## config.mk

```make
export PLATFORM = sky130hd
export DESIGN_NAME = snake_score_top
export DESIGN_NICKNAME = d
export VERILOG_FILES = /design/src/hdl/snake_game_pkg.sv /design/src/hdl/seg_display_pkg.sv /design/src/hdl/score_ctrl_if.sv /design/src/hdl/game_fsm.sv /design/src/hdl/score_tracker.sv /design/src/hdl/bcd_encoder.sv /design/src/hdl/scan_timer.sv /design/src/hdl/digit_scanner.sv /design/src/hdl/snake_score_top.sv
export SDC_FILE = /design/constraint.sdc
export NUM_CORES = 1
export LEC_CHECK = 0
export ABC_AREA = 0
export BUFFER_PORTS_ARGS = -buffer_cell sky130_fd_sc_hd__clkbuf_2
export CAP_MARGIN = 0
export CELL_PAD_IN_SITES_DETAIL_PLACEMENT = 1
export CELL_PAD_IN_SITES_GLOBAL_PLACEMENT = 1
export CORE_MARGIN = 2
export CORE_UTILIZATION = 40
export CTS_BUF_LIST = sky130_fd_sc_hd__clkbuf_8
export DETAILED_ROUTE_END_ITERATION = 10
export PLACE_DENSITY_LB_ADDON = 0.05
export SLEW_MARGIN = 20
export SYNTH_ARGS = -nofsm -noshare
export SYNTH_HDL_FRONTEND = slang
export SYNTH_SLANG_ARGS = --single-unit
```

## constraint.sdc

```tcl
create_clock -name clk -period 18.9 [get_ports clk]
set_clock_uncertainty 0.05 [all_clocks]
set_input_delay 3.78 -clock clk [delete_from_list [all_inputs] [get_ports clk]]
set_output_delay 3.78 -clock clk [all_outputs]
set_load 0.01 [all_outputs]
```

## src/hdl/snake_game_pkg.sv

```systemverilog
package snake_game_pkg;

    localparam int SCORE_W = 8;

    typedef logic [SCORE_W-1:0] score_t;
    typedef logic [3:0] bcd_digit_t;                // one decimal digit.

    typedef enum logic [1:0] {
        IDLE,
        PLAY,
        OVER
    } game_state_t;

    // the round ends by itself once the score gets here.
    localparam score_t MAX_SCORE = 8'd140;

endpackage

```

## src/hdl/seg_display_pkg.sv

```systemverilog
package seg_display_pkg;

    localparam int NUM_DIGITS = 3;
    localparam int SCAN_DIV = 4;                    // clocks per digit step.
    localparam int SCAN_CNT_W = $clog2(SCAN_DIV);

    // active high, bit 6 is segment a and bit 0 is segment g.
    typedef logic [6:0] seg_t;

    // one-hot, bit 0 drives the ones digit.
    typedef logic [NUM_DIGITS-1:0] digit_en_t;

endpackage

```

## src/hdl/score_ctrl_if.sv

```systemverilog
`timescale 1ns/1ps

interface score_ctrl_if;

    logic playing;                                  // level, round in progress.
    logic clear;                                    // pulse, new round.
    logic game_end;                                 // pulse, round just ended.
    logic at_max;                                   // level, score at ceiling.

    modport fsm (
        output playing,
        output clear,
        output game_end,
        input  at_max
    );

    modport tracker (
        input  playing,
        input  clear,
        input  game_end,
        output at_max
    );

endinterface

```

## src/hdl/game_fsm.sv

```systemverilog
`timescale 1ns/1ps

module game_fsm (
    input  logic             clk,
    input  logic             nRst,
    input  logic             start,
    input  logic             bad_coll,
    score_ctrl_if.fsm        ctrl,
    output logic             game_over
);
    import snake_game_pkg::*;

    game_state_t state;
    game_state_t state_nxt;
    logic        clear_nxt;
    logic        game_end_nxt;

    always_comb begin
        state_nxt = state;
        clear_nxt = 1'b0;
        game_end_nxt = 1'b0;
        case (state)
            IDLE, OVER: begin
                if (start) begin
                    state_nxt = PLAY;
                    clear_nxt = 1'b1;
                end
            end
            PLAY: begin
                if (bad_coll || ctrl.at_max) begin  // start is ignored here.
                    state_nxt = OVER;
                    game_end_nxt = 1'b1;
                end
            end
            default: begin
                state_nxt = IDLE;
            end
        endcase
    end

    always_ff @(posedge clk, negedge nRst) begin
        if (!nRst) begin
            state <= IDLE;
            ctrl.clear <= 1'b0;
            ctrl.game_end <= 1'b0;
        end else begin
            state <= state_nxt;
            ctrl.clear <= clear_nxt;                // high in the first PLAY cycle.
            ctrl.game_end <= game_end_nxt;          // high in the first OVER cycle.
        end
    end

    assign ctrl.playing = (state == PLAY);
    assign game_over = (state == OVER);

endmodule

```

## src/hdl/score_tracker.sv

```systemverilog
`timescale 1ns/1ps

module score_tracker (
    input  logic                    clk,
    input  logic                    nRst,
    input  logic                    good_coll,
    score_ctrl_if.tracker           ctrl,
    output snake_game_pkg::score_t  current_score,
    output snake_game_pkg::score_t  disp_score
);
    import snake_game_pkg::*;

    logic   good_prev;
    logic   good_edge;
    logic   at_max_q;
    score_t score_nxt;
    score_t high_score;

    assign good_edge = good_coll && !good_prev;     // a held level scores once.

    always_comb begin
        score_nxt = current_score;
        if (ctrl.clear) begin
            score_nxt = '0;
        end else if (ctrl.playing && good_edge && (current_score < MAX_SCORE)) begin
            score_nxt = current_score + 1'b1;
        end
    end

    always_ff @(posedge clk, negedge nRst) begin
        if (!nRst) begin
            good_prev <= 1'b0;
            current_score <= '0;
            high_score <= '0;
        end else begin
            good_prev <= good_coll;
            current_score <= score_nxt;
            if (score_nxt > high_score) begin
                high_score <= score_nxt;            // moves with the score.
            end
        end
    end

    // ceiling request to the FSM, dropped once the round is over
    always_ff @(posedge clk, negedge nRst) begin
        if (!nRst) begin
            at_max_q <= 1'b0;
        end else if (ctrl.game_end) begin
            at_max_q <= 1'b0;
        end else if (ctrl.playing && (score_nxt >= MAX_SCORE)) begin
            at_max_q <= 1'b1;
        end
    end

    assign ctrl.at_max = at_max_q;

    assign disp_score = ctrl.playing ? current_score : high_score;

endmodule

```

## src/hdl/bcd_encoder.sv

```systemverilog
`timescale 1ns/1ps

module bcd_encoder (
    input  logic                        clk,
    input  logic                        nRst,
    input  snake_game_pkg::score_t      value,
    output snake_game_pkg::bcd_digit_t  ones,
    output snake_game_pkg::bcd_digit_t  tens,
    output snake_game_pkg::bcd_digit_t  hundreds
);
    import snake_game_pkg::*;

    score_t     rem;
    bcd_digit_t hundreds_nxt;
    bcd_digit_t tens_nxt;

    always_comb begin
        rem = value;
        hundreds_nxt = '0;
        tens_nxt = '0;
        for (int i = 0; i < 2; i++) begin           // at most 255.
            if (rem >= 8'd100) begin
                rem = rem - 8'd100;
                hundreds_nxt = hundreds_nxt + 4'd1;
            end
        end
        for (int i = 0; i < 9; i++) begin
            if (rem >= 8'd10) begin
                rem = rem - 8'd10;
                tens_nxt = tens_nxt + 4'd1;
            end
        end
    end

    always_ff @(posedge clk, negedge nRst) begin
        if (!nRst) begin
            ones <= '0;
            tens <= '0;
            hundreds <= '0;
        end else begin
            ones <= rem[3:0];                       // remainder is below ten.
            tens <= tens_nxt;
            hundreds <= hundreds_nxt;
        end
    end

endmodule

```

## src/hdl/scan_timer.sv

```systemverilog
`timescale 1ns/1ps

module scan_timer (
    input  logic clk,
    input  logic nRst,
    output logic scan_tick
);
    import seg_display_pkg::*;

    logic [SCAN_CNT_W-1:0] cnt;
    logic                  wrap;

    assign wrap = (cnt == SCAN_CNT_W'(SCAN_DIV - 1));

    always_ff @(posedge clk, negedge nRst) begin
        if (!nRst) begin
            cnt <= '0;
        end else if (wrap) begin
            cnt <= '0;
        end else begin
            cnt <= cnt + 1'b1;
        end
    end

    assign scan_tick = wrap;                        // one cycle in SCAN_DIV.

endmodule

```

## src/hdl/digit_scanner.sv

```systemverilog
`timescale 1ns/1ps

module digit_scanner (
    input  logic                        clk,
    input  logic                        nRst,
    input  logic                        scan_tick,
    input  snake_game_pkg::bcd_digit_t  ones,
    input  snake_game_pkg::bcd_digit_t  tens,
    input  snake_game_pkg::bcd_digit_t  hundreds,
    output seg_display_pkg::seg_t       seg,
    output seg_display_pkg::digit_en_t  digit_en
);
    import snake_game_pkg::*;
    import seg_display_pkg::*;

    bcd_digit_t digit;

    always_ff @(posedge clk, negedge nRst) begin
        if (!nRst) begin
            digit_en <= digit_en_t'(1);             // ones digit first.
        end else if (scan_tick) begin
            digit_en <= {digit_en[NUM_DIGITS-2:0], digit_en[NUM_DIGITS-1]};
        end
    end

    always_comb begin
        digit = ones;
        if (digit_en[1]) begin
            digit = tens;
        end else if (digit_en[2]) begin
            digit = hundreds;
        end
    end

    always_comb begin
        case (digit)                                // abcdefg.
            4'd0:    seg = 7'b1111110;
            4'd1:    seg = 7'b0110000;
            4'd2:    seg = 7'b1101101;
            4'd3:    seg = 7'b1111001;
            4'd4:    seg = 7'b0110011;
            4'd5:    seg = 7'b1011011;
            4'd6:    seg = 7'b1011111;
            4'd7:    seg = 7'b1110000;
            4'd8:    seg = 7'b1111111;
            4'd9:    seg = 7'b1111011;
            default: seg = 7'b0000000;              // blank on bad digits.
        endcase
    end

endmodule

```

## src/hdl/snake_score_top.sv

```systemverilog
`timescale 1ns/1ps

module snake_score_top (
    input  logic                        clk,
    input  logic                        nRst,
    input  logic                        start,
    input  logic                        good_coll,
    input  logic                        bad_coll,
    output snake_game_pkg::score_t      current_score,
    output snake_game_pkg::score_t      disp_score,
    output snake_game_pkg::bcd_digit_t  bcd_ones,
    output snake_game_pkg::bcd_digit_t  bcd_tens,
    output snake_game_pkg::bcd_digit_t  bcd_hundreds,
    output logic                        game_over,
    output seg_display_pkg::seg_t       seg,
    output seg_display_pkg::digit_en_t  digit_en
);

    logic scan_tick;

    score_ctrl_if ctrl_if ();

    game_fsm game_fsm_i (
        .clk       (clk),
        .nRst      (nRst),
        .start     (start),
        .bad_coll  (bad_coll),
        .ctrl      (ctrl_if.fsm),
        .game_over (game_over)
    );

    score_tracker score_tracker_i (
        .clk           (clk),
        .nRst          (nRst),
        .good_coll     (good_coll),
        .ctrl          (ctrl_if.tracker),
        .current_score (current_score),
        .disp_score    (disp_score)
    );

    bcd_encoder bcd_encoder_i (
        .clk      (clk),
        .nRst     (nRst),
        .value    (disp_score),
        .ones     (bcd_ones),
        .tens     (bcd_tens),
        .hundreds (bcd_hundreds)
    );

    scan_timer scan_timer_i (
        .clk       (clk),
        .nRst      (nRst),
        .scan_tick (scan_tick)
    );

    digit_scanner digit_scanner_i (
        .clk       (clk),
        .nRst      (nRst),
        .scan_tick (scan_tick),
        .ones      (bcd_ones),
        .tens      (bcd_tens),
        .hundreds  (bcd_hundreds),
        .seg       (seg),
        .digit_en  (digit_en)
    );

endmodule

```

* After elaboration in Yosys (flattened, before gate mapping)
Memory sizes are Yosys's and may differ from the RTL's.
Index checks and enable logic that the tools add are counted.
** Word-level totals
- Bits of input ports :: 5
- Word-level logic and storage cells :: 101
- Bits in read-only memories :: 112
- Output and inout bits :: 39
- Register bits :: 39
- Memories :: 1
** Memories
- (no name shown) :: depth 16, bits a word 7, read ports 1, clocked after Yosys merged registers in 0, write ports 0, RTL line digit_scanner.sv:36 : case (digit)
** Operators by class
- Add/sub/neg operators :: 22
- Mux-type cells :: 37
- Order comparisons :: 14
- Reductions and logical operators :: 10
- Equality and inequality tests :: 5
** Operators by type and width (count)
- 8-bit two-way mux :: 13
- 8-bit by 4-bit >= comparator with 1-bit output, second input constant :: 9
- 8-bit by 4-bit subtractor with 8-bit output, second input constant :: 8
- 4-bit two-way mux :: 12
- 4-bit by 1-bit adder with 4-bit output, second input constant :: 7
- 8-bit by 7-bit >= comparator with 1-bit output, second input constant :: 2
- 8-bit by 7-bit subtractor with 8-bit output, second input constant :: 2
- 8-bit by 1-bit adder with 8-bit output, second input constant :: 1
- 8-bit >= comparator, second input constant :: 1
- 8-bit greater-than comparator :: 1
- 8-bit < comparator, second input constant :: 1
- 1-bit two-way mux :: 8
- 2-bit two-way mux :: 3
- 1-bit by 1-bit adder with 2-bit output, second input constant :: 2
- 2-bit equality test, second input constant :: 2
- 1-bit logical AND :: 4
- 2-bit != test, second input constant :: 2
- 2-bit one-hot mux with 2 select lines :: 1
- 4-bit subtractor, second input constant :: 1
- 2-bit by 1-bit adder with 2-bit output, second input constant :: 1
- 2-bit by 1-bit equality test with 1-bit output, second input constant :: 1
- 2-bit logical NOT :: 1
- 2-bit AND reduction :: 1
- 2-bit nonzero test :: 1
- other kinds (3) :: 3

* Depth between registers and ports, before layout
Gate-level depths: netlist (run 1).
- Depth in word-level cells :: 24
- Gate-level depth with buffers :: 53
- Gate-level depth less buffers :: 50

* Cells and area by module
Synthesis (run 1) repeated with hierarchy kept, for this count alone.
** Second synthesis, totals
- Cells, all modules :: 646
- Area, all modules :: 5893.2 µm²
** By module, submodules not included
- bcd_encoder :: area each 3990.1 µm², cells an instance 458, sequential area each 250.2 µm², times used 1
- score_tracker :: area each 1161.1 µm², cells an instance 117, sequential area each 450.4 µm², times used 1
- digit_scanner :: area each 516.7 µm², cells an instance 54, sequential area each 76.3 µm², times used 1
- game_fsm :: area each 158.9 µm², cells an instance 13, sequential area each 100.1 µm², times used 1
- scan_timer :: area each 66.3 µm², cells an instance 4, sequential area each 50.0 µm², times used 1

* Worst setup path after synthesis (run 1)
Ideal clock, no wire load.
- Kind :: register to register
- Start :: register game_fsm_i.state[0]
- End :: register bcd_encoder_i.tens[1]
- Cell stages (with the launch flop) :: 48
- Library setup time :: 0.128 ns
- Required time :: 18.722 ns
- Slack :: 8.573 ns
- Period minus slack after synthesis :: 10.327 ns
- Path buffers :: 2
- Data arrival time :: 10.150 ns
- Cell sequence :: dfrtp_1 -> nor2b_4 -> buf_4 -> o21ai_0 -> inv_1 -> ha_1 -> a211oi_2 -> o21ai_2 -> xor2_1 -> inv_2 -> ha_1 -> inv_1 -> a211oi_4 -> nand4_2 -> and3b_1 -> or2_1 -> buf_2 -> nor4_2 -> (+12 left out) -> o2111ai_1 -> nor3_1 -> or4_4 -> mux2i_4 -> o2111ai_4 -> a221o_1 -> nor3_1 -> a21boi_2 -> xnor2_1 -> inv_1 -> ha_1 -> and3_1 -> a21boi_0 -> a21boi_1 -> a211oi_4 -> mux2_2 -> ha_1 -> mux2_1
** On the way
- Word-level cells in the longest chain between the ends :: 24
- Elaborated cells between the ends (all ways) :: 50
- Those cells by class :: 18 x add/sub; 11 x order compare; 1 x eq/ne; 20 x mux
** RTL lines
- start: declaration :: RTL line game_fsm.sv:13 : game_state_t state;
- start signal: assignment :: RTL line game_fsm.sv:47 : state <= state_nxt;
- 2-bit by 1-bit equality test with 1-bit output * :: RTL line game_fsm.sv:53 : assign ctrl.playing = (state == PLAY);
- 8-bit two-way mux * :: RTL line score_tracker.sv:57 : assign disp_score = ctrl.playing ? current_score : high_score;
- via disp_score[3] :: RTL line snake_score_top.sv:10 : output snake_game_pkg::score_t disp_score,
- 8-bit by 7-bit subtractor with 8-bit output / 8-bit by 7-bit >= comparator with 1-bit output (equally long branches) :: RTL line bcd_encoder.sv:23, bcd_encoder.sv:22
- 8-bit two-way mux * :: RTL line bcd_encoder.sv:22 : if (rem >= 8'd100) begin
- 8-bit by 7-bit subtractor with 8-bit output / 8-bit by 7-bit >= comparator with 1-bit output (equally long branches) :: RTL line bcd_encoder.sv:23, bcd_encoder.sv:22
- 8-bit two-way mux * :: RTL line bcd_encoder.sv:22
- 8-bit by 4-bit subtractor with 8-bit output / 8-bit by 4-bit >= comparator with 1-bit output (equally long branches) :: RTL line bcd_encoder.sv:29, bcd_encoder.sv:28
- (+10 left out)
- 8-bit two-way mux / 4-bit two-way mux (equally long branches) :: RTL line bcd_encoder.sv:28 : if (rem >= 8'd10) begin
- 8-bit by 4-bit subtractor with 8-bit output, or another cell as far along :: RTL line bcd_encoder.sv:29 : rem = rem - 8'd10;
- 8-bit two-way mux / 4-bit two-way mux (equally long branches) :: RTL line bcd_encoder.sv:28
- 8-bit by 4-bit subtractor with 8-bit output, or another cell as far along :: RTL line bcd_encoder.sv:29
- 8-bit two-way mux / 4-bit two-way mux (equally long branches) :: RTL line bcd_encoder.sv:28
- 8-bit by 4-bit >= comparator with 1-bit output / 4-bit by 1-bit adder with 4-bit output (equally long branches) :: RTL line bcd_encoder.sv:28, bcd_encoder.sv:30
- 4-bit two-way mux * :: RTL line bcd_encoder.sv:28
- via bcd_encoder_i.tens_nxt[1] :: RTL line bcd_encoder.sv:15 : bcd_digit_t tens_nxt;
- end signal: assignment :: RTL line bcd_encoder.sv:42 : tens <= tens_nxt;
- end: declaration :: RTL line bcd_encoder.sv:8 : output snake_game_pkg::bcd_digit_t tens,
Mark *: on every way through the listed nets, which the timed path passes. The rest lies on a longest branch.
A chain may end at the register's enable or synchronous reset.

* Worst setup path in the final report (run 1)
- Start :: register game_fsm_i.state[1]
- End :: register bcd_encoder_i.tens[1]
** On the way
- Word-level cells in the longest chain between the ends :: 24
- Elaborated cells between the ends (all ways) :: 50
- Those cells by class :: 18 x add/sub; 11 x order compare; 1 x eq/ne; 20 x mux
** RTL lines (RTL line)
- 2-bit by 1-bit equality test with 1-bit output * :: game_fsm.sv:53
- 8-bit two-way mux * :: score_tracker.sv:57
- 8-bit by 7-bit subtractor with 8-bit output / 8-bit by 7-bit >= comparator with 1-bit output (equally long branches) :: bcd_encoder.sv:23, bcd_encoder.sv:22
- 8-bit two-way mux * :: bcd_encoder.sv:22
- 8-bit by 7-bit subtractor with 8-bit output / 8-bit by 7-bit >= comparator with 1-bit output (equally long branches) :: bcd_encoder.sv:23, bcd_encoder.sv:22
- 8-bit two-way mux * :: bcd_encoder.sv:22
- 8-bit by 4-bit subtractor with 8-bit output / 8-bit by 4-bit >= comparator with 1-bit output (equally long branches) :: bcd_encoder.sv:29, bcd_encoder.sv:28
- 8-bit two-way mux / 1-bit two-way mux (equally long branches) :: bcd_encoder.sv:28
- (+9 left out)
- 8-bit two-way mux / 4-bit two-way mux (equally long branches) :: bcd_encoder.sv:28
- 8-bit by 4-bit subtractor with 8-bit output, or another cell as far along :: bcd_encoder.sv:29
- 8-bit two-way mux / 4-bit two-way mux (equally long branches) :: bcd_encoder.sv:28
- 8-bit by 4-bit subtractor with 8-bit output, or another cell as far along :: bcd_encoder.sv:29
- 8-bit two-way mux / 4-bit two-way mux (equally long branches) :: bcd_encoder.sv:28
- 8-bit by 4-bit >= comparator with 1-bit output / 4-bit by 1-bit adder with 4-bit output (equally long branches) :: bcd_encoder.sv:28, bcd_encoder.sv:30
- 4-bit two-way mux * :: bcd_encoder.sv:28
- via bcd_encoder_i.tens_nxt[1] :: bcd_encoder.sv:15
Marked as above.

==> impl_results.md, run 1 <==
* Status: finished clean
* Overall Power at 276 uW
* Top post-synthesis cells by count: 61 x nor2_1, 59 x nand2_1, 36 x dfrtp_1
* Hpwl dp at 12.3 mm
* FP Rows at 41
* Number of remaining DRC errors at 0
* Ys flop type: dfrtp_1
* Multi-input logic area at 4090 um^2
* CTS hold repair buffers at 0
* Crit-path max FO at 14
* Synth Area in Adders at 7.82%
* Crit path max-delay cell type: nor2_1
* Slew Limit Fails at 0
* Antenna Nets Post-Route at 0
* Worst Hold Class: reg2reg
* Maximum vdd ir drop at 0.0000231 V
* Die footprint at 14100 um^2
* Maximum level of the CTS H-tree at 2
* FFs w/ async S/R, synth at 100%
* FF+latch area at 927 um^2
* P per Cell Area at 48.5 nW/um^2
* Mapped cell area at 5280 um^2
* Sequential Power Share at 32.6%
* Top-count cell post-synth: nor2_1
* WL final at 15.0 mm
* Largest net degree at the start of global routing at 38
* CP max stage delay at 0.74 ns
* Setup-failing EPs final at 0
* Seq/Total Area, Yosys at 17.6%
* Max-cap violations at 0
* CTS tree: yes
* Gate power share at 47.4%
* Port buffer count at 41
* WS Path Type: reg2reg
* Setup crit start kind: flop
* Die Height at 119 um
* Layout cells sized above 1 at 19.6%
* Maximum operating frequency at 79.0 MHz
* First-pass GRT wire length at 25.1 mm
* Fin util at 44.6%
* Synth Area in Simple Gates at 22.7%
* Synth Area in XOR/XNOR at 7.89%
* Compound-gate portion of the synthesized area at 29.9%
* Setup crit end kind: flop
* Required time of the critical path at 19.03 ns
* Final RePlAce weighted congestion at 0.869
* Multiplexer share of the synthesized area at 8.98%
* Initial core utilization at 41.3%
* Most used cell, CP: ha_1
* P_leak at 0.00267 uW
* IO Count at 44
* Yosys reg bits at 37
* Clk pwr share at 20.0%
* Clk Latency, worst-skew pair at 0.29 ns
* Met3 usage at 1.63%
* Avg WL per Cell at 17.9 um
* Total GRT Usage at 21.3%
* Gate Count Post-Synth at 632
* Tmin final at 12.66 ns
* Final-report hold violation count at 0
* Synth Warn # at 0
* Synth cell types at 105
* Postcts setup bufs at 0
* Fin Setup TNS at 0 ns
* Net load switching power at 117 uW
* Vias in the first global route at 4879
* Arr. time, crit path at 12.79 ns
* Layout Nets at 700
* CTS buffer count at 5
* Layout area overhead at 7.77%
* Via/cell ratio at 5.88
* Switching share of power at 42.3%
* DRT iter0 DRCs at 265
* Clk buf depth at 2
* Largest family of logic cells by synthesized area: compound AO/OA/AOI/OAI gates
* CTS clk-pin slew, worst paths at 0.08 ns
* M2 GR Usage at 36.7%
* Clock sink total at 37
* # resized after CTS at 0
* Actual slew at the worst max-slew pin at 0.929 ns
* EDFF count, synth at 0
* Via count at 4912
* Unrepaired setup endpoints after global routing: false
* Final instance area at 5690 um^2
* Root buf cell: clkbuf_8
* Ranking of synthesized cells by area: dfrtp_1 17%, ha_1 7.8%, xnor2_1 5.0%, nor2_1 4.3%, mux2_2 4.3%
* Worst hold slack at 0.349 ns
* GR Util met1 at 28.9%
* Top Usage Layer GRT: met2
* Fill count at 1569
* Area leader, netlist: dfrtp_1
* Period utilization at 67.0%
* Chip Width at 119 um
* Slew margin rel. at 37.9%
* Internal power at 159 uW
* Mean Syn Cell Area at 8.36 um^2
* Initial antenna violation count at 0
* Gr ovfl total at 0
* DRT Pass-1 Iters at 4
* Ant diodes at 0
* Placement Cell Area at 5610 um^2
* Yosys top cell area share at 17.1%
* Core Footprint at 12800 um^2
## per-layer routing
| metal | part of all wire (%) | wire length [um] |
|---|---|---|
| met5 | 0 | 0 |
| met1 | 48 | 7220 |
| met4 | 1.6 | 241 |
| met3 | 1.9 | 283 |
| met2 | 48 | 7240 |
## area by class of cell
cell class / count / share of cell area [%]
clock buffer: 5 / 1.21
clock inverter: 3 / 0.308
timing repair buffer: 44 / 4.00
tap: 172 / 3.78
multi-input combinational: 536 / 71.9
inverter: 38 / 2.51
sequential: 37 / 16.3
## final timing paths
path,start,to,slack (ns),cells past startpoint
hold reg to reg,game_fsm_i.ctrl.game_end,score_tracker_i.ctrl.at_max,0.35,1
hold / removal,game_fsm_i.ctrl.game_end,score_tracker_i.ctrl.at_max,0.35,1
min in group asynchronous,nRst,score_tracker_i.high_score[6],3.55,1
setup / recovery,game_fsm_i.state[1],bcd_encoder_i.tens[1],6.24,43
setup reg to reg,game_fsm_i.state[1],bcd_encoder_i.tens[1],6.24,43
max in group asynchronous,nRst,digit_scanner_i.digit_en[1],14.67,1
## cells by family (layout without fill, tap and decap cells)
family                   count (synthesis)  after routing
buffers and inverters                   60             90
adder cells (fa/ha/maj)                 33             33
AO/OA/AOI/OAI                          186            186
multiplexers                            41             41
XOR/XNOR                                45             45
flip-flops                              37             37
other                                    1              2
AND/OR/NAND/NOR                        229            229
## placed cells by master, fill, tap and decap left out, drive strengths merged, types with 6 or more instances in the layout
cell | Yosys | final
a211o | 9 | 9
a211oi | 12 | 12
a21o | 11 | 11
a21oi | 29 | 29
a311oi | 6 | 6
a31oi | 10 | 10
and2 | 8 | 8
and3 | 10 | 10
clkbuf | 5 | 46
dfrtp | 36 | 36
ha | 33 | 33
inv | 38 | 38
mux2 | 22 | 22
mux2i | 19 | 19
nand2 | 59 | 59
nand3 | 20 | 20
nand4 | 11 | 11
nor2 | 62 | 62
nor2b | 7 | 7
nor3 | 18 | 18
nor4 | 7 | 7
o211ai | 8 | 8
o21a | 6 | 6
o21ai | 37 | 37
or3 | 7 | 7
xnor2 | 32 | 32
xor2 | 13 | 13
## power by group through the flow
stage          combinational [uW]  clock [uW]  sequential (uW)
3_5_place_dp                  131           0             91.9
6_report                      131        55.1             90.1
2_1_floorplan                95.7           0             90.7
5_1_grt                       146        59.8             91.0
4_1_cts                       131        56.2             90.3
3_3_place_gp                  129           0             91.8
## registers in the layout, summed over array words and instances, names as in the netlist
signal and count:
bcd_encoder_i.ones 4, game_fsm_i.state 2, game_fsm_i.ctrl.clear 1, score_tracker_i.ctrl.at_max 1, score_tracker_i.good_prev 1, scan_timer_i.cnt 2, game_fsm_i.ctrl.game_end 1, bcd_encoder_i.tens 4
digit_scanner_i.digit_en 3, score_tracker_i.current_score 8, bcd_encoder_i.hundreds 2, score_tracker_i.high_score 8
## worst max-delay path, delay by kind of cell, from the launching register on
family	cells	cell delay, ns
xor gates and xnor gates	3	1.00
and+or+nand+nor	9	3.01
DFF	1	0.42
AOI/OAI and AO/OA	18	5.05
muxes	3	1.09
buffers and inverters	4	0.49
adders and majority gates	6	1.43
## stage by stage
step | cells | setup slack (ns)
final | 835 | 6.24
after floorplan | 633 | 8.57
after global placement | 827 | 6.67
after global routing | 835 | 5.37
after CTS | 835 | 6.35
after detailed placement | 827 | 6.38
(Power assumes the default switching activity.)
==> run 2, diff against run 1 <==
- clock period: 18.9 -> 10.4 ns (I/O delays scaled with it)
==> run 2 against run 1 <==
Global-route usage grew 2.0 points. Sequential power grew 81%. Non-clock buffer count grew 84. Die area is the same. Critical path depth grew 5. Worst hold slack lost 0.0019 ns. Combinational power grew 130%. Power grew 110%. Maximum frequency grew 24%. Clock power grew 94%. Register-to-register slack lost 6.1 ns.
==> impl_results.md, run 2 (synthesized netlist as in run 1, its figures left out) <==
* Layout area overhead at 29.2%
* Fill count at 1519 (-3.2%)
* Core Footprint at 12800 um^2 (unchanged)
* First-pass GRT wire length at 27.5 mm (+9.6%)
* CP max stage delay at 0.56 ns (-0.18 ns)
* Largest regs: score_tracker_i.current_score: 8 flops, score_tracker_i.high_score: 8 flops
* Antenna Nets Post-Route at 0 (unchanged)
* Commonest cells after routing, fill and taps aside: 83 x buf_4, 59 x nor2_1, 54 x nand2_1
* DRT iter0 DRCs at 257 (-3.0%)
* Chip Width at 119 um (unchanged)
* Gr ovfl total at 0 (unchanged)
* P per Cell Area at 83.9 nW/um^2 (+73%)
* Via count at 5368 (+9.3%)
* Period utilization at 98.2% (+31 points)
* Final-report hold violation count at 0 (unchanged)
* Die footprint at 14100 um^2 (unchanged)
* WHS Path Cells at 1 (unchanged)
* Commonest non-fill, non-tap cell in the layout: buf_4
* WS Path Type: reg2reg
* Slew Limit Fails at 0 (unchanged)
* Setup crit start kind: flop
* Total GRT Usage at 23.3% (+2.0 points)
* Via/cell ratio at 5.84 (-0.71%)
* P_leak at 0.00319 uW (+19%)
* Vias in the first global route at 5354 (+9.7%)
* Setup slack after layout at 0.188 ns (-6.05 ns)
* Max-cap violations at 0 (unchanged)
* Crit-path max FO at 6 (-8)
* Die Height at 119 um (unchanged)
* Largest net degree at the start of global routing at 38 (unchanged)
* Required time of the critical path at 10.54 ns (-8.49 ns)
* Clk Latency, worst-skew pair at 0.30 ns (about the same)
* Arr. time, crit path at 10.35 ns (-2.44 ns)
* Endpoint, Worst Hold: score_tracker_i.ctrl.at_max
* Maximum operating frequency at 97.9 MHz (+24%)
* Crit path max-delay cell type: or4_4
* Initial core utilization at 41.3% (unchanged)
* Worst R2R Start: game_fsm_i.state[1]
* Port buffer count at 41 (unchanged)
* Most used cell, CP: a211oi_4
* Avg WL per Cell at 19.3 um (+7.3%)
* R2r worst-path depth at 48 (+12%)
* Layout Nets at 784 (+12%)
* Hold Path Origin: game_fsm_i.ctrl.game_end
* Fin util at 53.4% (+8.9 points)
* Setup-failing EPs final at 0 (unchanged)
* Hpwl dp at 13.1 mm (+6.6%)
* Initial antenna violation count at 0 (unchanged)
* Maximum vdd ir drop at 0.0000615 V (+170%)
* Clk buf depth at 2 (unchanged)
* Setup crit end kind: flop
* Slew margin rel. at 38.4% (+0.55 points)
* Ant diodes at 0 (unchanged)
* Layout cells sized above 1 at 35.9% (+16 points)
* IO Count at 44 (unchanged)
* Critical R2R Capture: bcd_encoder_i.tens[1]
* CTS clk-pin slew, worst paths at 0.09 ns (about the same)
* Actual slew at the worst max-slew pin at 0.924 ns (-0.00512 ns)
* CTS buffer count at 5 (unchanged)
* R2R Setup Slk at 0.19 ns (-6.05 ns)
* Root buf cell: clkbuf_8
* Worst slack at placement at -0.277 ns (-6.66 ns)
* CTS tree: yes
* Overall Power at 573 uW (+110%)
* Status: finished clean
* FP Rows at 41 (unchanged)
* FF+latch area at 928 um^2 (+0.13%)
* DRT Pass-1 Iters at 5 (+1)
* Tmin final at 10.21 ns (-2.45 ns)
* Number of remaining DRC errors at 0 (unchanged)
* WL final at 17.7 mm (+18%)
* Final RePlAce weighted congestion at 0.890 (+2.4%)
* Fin Setup TNS at 0 ns (unchanged)
* Clock sink total at 37 (unchanged)
* Maximum level of the CTS H-tree at 2 (unchanged)
* Multi-input logic area at 4570 um^2 (+12%)
* Worst Hold Class: reg2reg
==> run 2: cell types whose count changed in the layout (fill, tap and decap cells not counted), sizes merged <==
cell | previous run | this run
clkinv | 2 | 0
inv | 38 | 39
clkbuf | 46 | 47
buf | 3 | 87
==> run 2: repair_timing <==
| action | in CTS | in global routing |
|---|---|---|
| endpoints found under the setup margin | 5 | 7 |
| buffers inserted | 7 | 38 |
| pin swaps | 5 | 36 |
| gates resized for setup | 12 | 79 |
| hold buffers | 0 | 0 |
==> run 2: worst max-delay path, delay by kind of cell, from the launching register on <==
kind,cells,cell delay (ns)
buffers and inverters,8,1.02
flip-flops,1,0.44
multiplexers,4,1.17
XOR/XNOR,3,0.61
AO/OA/AOI/OAI,17,4.11
AND/OR/NAND/NOR,10,1.52
adder cells (fa/ha/maj),6,1.21
==> run 2: layer usage <==
layer  vias to the layer above  share of wire (%)  track usage [%]
li1                       2560                  -                -
met1                      2675                 44             31.1
met2                       100                 51             40.8
met3                        33                2.1             1.63
met4                         0                2.4             6.10
met5                         -                  0                0
==> run 2: worst max path at each step <==
stage / slack, ns / end / start / depth (start not counted)
floorplan: 0.07 / bcd_encoder_i.tens[1] / game_fsm_i.state[0] / 47
global placement: 0.20 / bcd_encoder_i.tens[1] / game_fsm_i.state[0] / 45
detailed placement: -0.28 / bcd_encoder_i.tens[1] / game_fsm_i.state[1] / 44
CTS: 0.009 / bcd_encoder_i.tens[1] / game_fsm_i.state[1] / 43
global route: -0.32 / bcd_encoder_i.ones[3] / game_fsm_i.state[1] / 51
finish: 0.19 / bcd_encoder_i.tens[1] / game_fsm_i.state[1] / 48
==> run 2: per-stage QoR <==
step / std cells / area [um^2] / hold slack, ns
after floorplan: 633 / 5290 / 0.328
after global placement: 866 / 5900 / 0.337
after detailed placement: 866 / 5900 / 0.338
after CTS: 881 / 6110 / 0.351
after global routing: 919 / 6830 / 0.363
final: 919 / 6830 / 0.347
==> run 2: final cells by class <==
type | count | area share [%]
well taps | 172 | 3.15
inverters | 38 | 2.09
clock inverters | 2 | 0.165
flip-flops and latches | 37 | 13.6
clock buffers | 6 | 1.21
repair buffers | 128 | 12.8
multi-input cells | 536 | 67.0
==> run 2: power by group <==
part	switching, uW	leakage (uW)	total, uW	internal (uW)
logic	177	0.00264	303	126
registers	10.0	0.000499	163	153
clock network	53.6	0.0000486	107	52.9
total	241	0.00319	573	332
==> run 3, diff against run 2 <==
- SETUP_SLACK_MARGIN: unset -> 0.3
- SYNTH_HIERARCHICAL: unset -> 1
==> run 3 against run 2 <==
Flip-flop and latch count stayed put. Clock-buffer cell count stayed put. Largest cell class unchanged. Via count is 5.1% higher. Sequential share of layout area is 1.3 points lower. Maximum frequency is 4.5% higher. Cell area is 11% higher. Combinational power hardly changed. Synthesized area is 12% higher. Synthesized cell count is 2.2% higher. Clock power is 21% higher. Cell count is 2.7% higher. Utilization is 1.3 points lower. Largest power group unchanged.
==> impl_results.md, run 3 <==
* Worst R2R Start: game_fsm_i/state[0]
* FFs w/ async S/R, synth at 100% (unchanged)
* Fill count at 1654 (+8.9%)
* CP max stage delay at 0.53 ns (-0.03 ns)
* Layout Nets at 798 (+1.8%)
* Mapped cell area at 5890 um^2 (+12%)
* Root buf cell: clkbuf_8
* Unrepaired setup endpoints after global routing: false
* Layout area overhead at 28.1%
* Top-count cell post-synth: nand2_1
* Clock sink total at 37 (unchanged)
* Required time of the critical path at 10.53 ns (about the same)
* Mean Syn Cell Area at 9.12 um^2 (+9.2%)
* Crit-path max FO at 11 (+5)
* R2r worst-path depth at 47 (-2.1%)
* Worst slack at placement at -0.230 ns (+0.0474 ns)
* Maximum operating frequency at 102 MHz (+4.5%)
* Synth Warn # at 6 (+6)
* P per Cell Area at 78.7 nW/um^2 (-6.3%)
* Status: finished clean
* Critical Path End: bcd_encoder_i/tens[1]
* Setup crit start kind: flop
* Area leader, netlist: dfrtp_1
* Hpwl dp at 14.1 mm (+7.6%)
* Ant diodes at 0 (unchanged)
* DRT Pass-1 Iters at 5 (unchanged)
* Number of remaining DRC errors at 0 (unchanged)
* Top post-synthesis cells by count: 47 x nand2_1, 36 x dfrtp_1, 36 x nor2_1
* Core Footprint at 14500 um^2 (+13%)
* EDFF count, synth at 0 (unchanged)
* Setup-failing EPs final at 0 (unchanged)
* Layout cells sized above 1 at 45.5% (+9.6 points)
* Maximum vdd ir drop at 0.0000468 V (-24%)
* Via/cell ratio at 5.98 (+2.3%)
* CTS clk-pin slew, worst paths at 0.08 ns (about the same)
* CTS buffer count at 5 (unchanged)
* Crit path max-delay cell type: or4b_4
* Slew Limit Fails at 0 (unchanged)
* FP Rows at 44 (+7.3%)
* Via count at 5642 (+5.1%)
* Ranking of synthesized cells by area: dfrtp_1 15%, ha_1 7.2%, xnor2_1 3.4%, mux2_2 3.2%, nand2_1 3.0%
* CTS tree: yes
* Period utilization at 94.0% (-4.2 points)
* Seq/Total Area, Yosys at 15.7% (-1.8 points)
* First-pass GRT wire length at 30.2 mm (+9.6%)
* IO Count at 44 (unchanged)
* WL final at 18.1 mm (+2.2%)
* Tmin final at 9.77 ns (-0.440 ns)
* Synth cell types at 131 (+25%)
* Gr ovfl total at 0 (unchanged)
* Gate Count Post-Synth at 646 (+2.2%)
* Die footprint at 15700 um^2 (+11%)
* Largest regs: score_tracker_i/current_score: 8 flops, score_tracker_i/high_score: 8 flops
* Initial core utilization at 40.7% (-0.64 points)
* Final cell count without fillers at 944 (+2.7%)
* FF+latch area at 928 um^2 (unchanged)
* Worst Hold Class: reg2reg
* P_leak at 0.00311 uW (-2.5%)
* Arr. time, crit path at 9.90 ns (-0.45 ns)
* Fin util at 52.2% (-1.3 points)
* Actual slew at the worst max-slew pin at 0.938 ns (+0.0142 ns)
* Largest net degree at the start of global routing at 38 (unchanged)
* Clk buf depth at 2 (unchanged)
* Final RePlAce weighted congestion at 0.895 (+0.58%)
* Vias in the first global route at 5925 (+11%)
* Setup slack after layout at 0.628 ns (+0.440 ns)
* Clk Latency, worst-skew pair at 0.30 ns (about the same)
* Yosys reg bits at 37 (unchanged)
* Die Height at 125 um (+5.4%)
* Commonest cells after routing, fill and taps aside: 89 x buf_4, 42 x nand2_1, 41 x clkbuf_2
* Antenna Nets Post-Route at 0 (unchanged)
* Multi-input logic area at 5200 um^2 (+14%)
* Maximum level of the CTS H-tree at 2 (unchanged)
* Total GRT Usage at 22.8% (-0.52 points)
* Ys flop type: dfrtp_1
* Worst Setup SP: game_fsm_i/state[0]
* Initial antenna violation count at 0 (unchanged)
* Setup crit end kind: flop
* Chip Width at 125 um (+5.4%)
* Yosys top cell area share at 15.3% (-1.8 points)
* Max-cap violations at 0 (unchanged)
* R2R Setup Slk at 0.63 ns (+0.44 ns)
* Avg WL per Cell at 19.2 um (-0.47%)
* Slew margin rel. at 37.5% (-0.95 points)
* Port buffer count at 41 (unchanged)
* DRT iter0 DRCs at 169 (-34%)
* Commonest non-fill, non-tap cell in the layout: buf_4
* Critical R2R Capture: bcd_encoder_i/tens[1]
* Final-report hold violation count at 0 (unchanged)
* Placed Cells at 907 (+4.7%)
* WS Path Type: reg2reg
[run 3: cell types whose count changed after synthesis, sizes merged, moves of 7 or more]
cell	delta
o21ai	+11
nand2	-11
a211o	-8
nor2	-22
xor2	-7
a21oi	+8
[run 3: area by class of cell]
cell class / count / share of cell area, %
clock buffer: 6 / 1.09
clock inverter: 2 / 0.447
inverter: 37 / 2.07
multi-input combinational: 545 / 68.9
sequential: 37 / 12.3
tap: 184 / 3.05
timing repair buffer: 133 / 12.1
[run 3: report_power, final]
group	internal (uW)	leakage [uW]	switching [uW]	total [uW]
registers	154	0.000499	10.2	164
clock network	77.2	0.0000626	52.0	129
logic	125	0.00255	176	301
total	356	0.00311	239	594
[run 3: logic make-up after synthesis]
| logic type | count (synthesis) | synth area share [%] |
|---|---|---|
| AND/OR/NAND/NOR | 187 | 17.8 |
| adder cells (fa/ha/maj) | 35 | 7.39 |
| buffers and inverters | 66 | 6.62 |
| AO/OA/AOI/OAI | 239 | 36.1 |
| other | 1 | 0.0636 |
| flip-flops | 37 | 15.7 |
| XOR/XNOR | 36 | 6.54 |
| multiplexers | 45 | 9.75 |
[run 3: worst min path at each step]
stage / slack [ns] / cells after the start / from / to
2_1_floorplan: 0.34 / 1 / game_fsm_i/ctrl.game_end / score_tracker_i/ctrl.at_max
3_3_place_gp: 0.36 / 1 / scan_timer_i/cnt[0] / scan_timer_i/cnt[0]
3_5_place_dp: 0.35 / 1 / game_fsm_i/ctrl.game_end / score_tracker_i/ctrl.at_max
4_1_cts: 0.37 / 1 / game_fsm_i/ctrl.game_end / score_tracker_i/ctrl.at_max
5_1_grt: 0.39 / 1 / game_fsm_i/ctrl.game_end / score_tracker_i/ctrl.at_max
6_report: 0.37 / 1 / game_fsm_i/ctrl.game_end / score_tracker_i/ctrl.at_max
[run 3: per-stage QoR]
stage / hold slack [ns] / power (uW) / instance area, um^2 / TNS (ns)
finish: 0.367 / 594 / 7550 / 0
global route: 0.391 / 631 / 7550 / 0
CTS: 0.366 / 586 / 7220 / 0
detailed placement: 0.352 / 446 / 6950 / -0.541
global placement: 0.363 / 436 / 6950 / 0
floorplan: 0.342 / 361 / 6320 / 0
[run 3: layer usage]
metal  global-route usage (%)  vias to the layer above  wire [um]
li1                         -                     2720          -
met1                     28.5                     2815       8090
met4                     7.25                        0        374
met5                        0                        -          0
met3                     2.18                       26        386
met2                     41.3                       81       9230
[run 3: critical path, delay by kind of cell (launching register included)]
family	cells	cell delay, ns
AOI/OAI and AO/OA	16	3.12
DFF	1	0.45
muxes	4	1.25
adders and majority gates	6	1.35
and+or+nand+nor	14	2.41
buffers and inverters	5	0.74
xor gates and xnor gates	2	0.27
[run 3: repair_timing]
action                                  4_1_cts  5_1_grt
resized for setup                            17       34
pin swaps                                     6       17
buffers inserted                              9       19
endpoints found under the setup margin        7        7
cloned                                        1        0
hold buffers                                  0        0
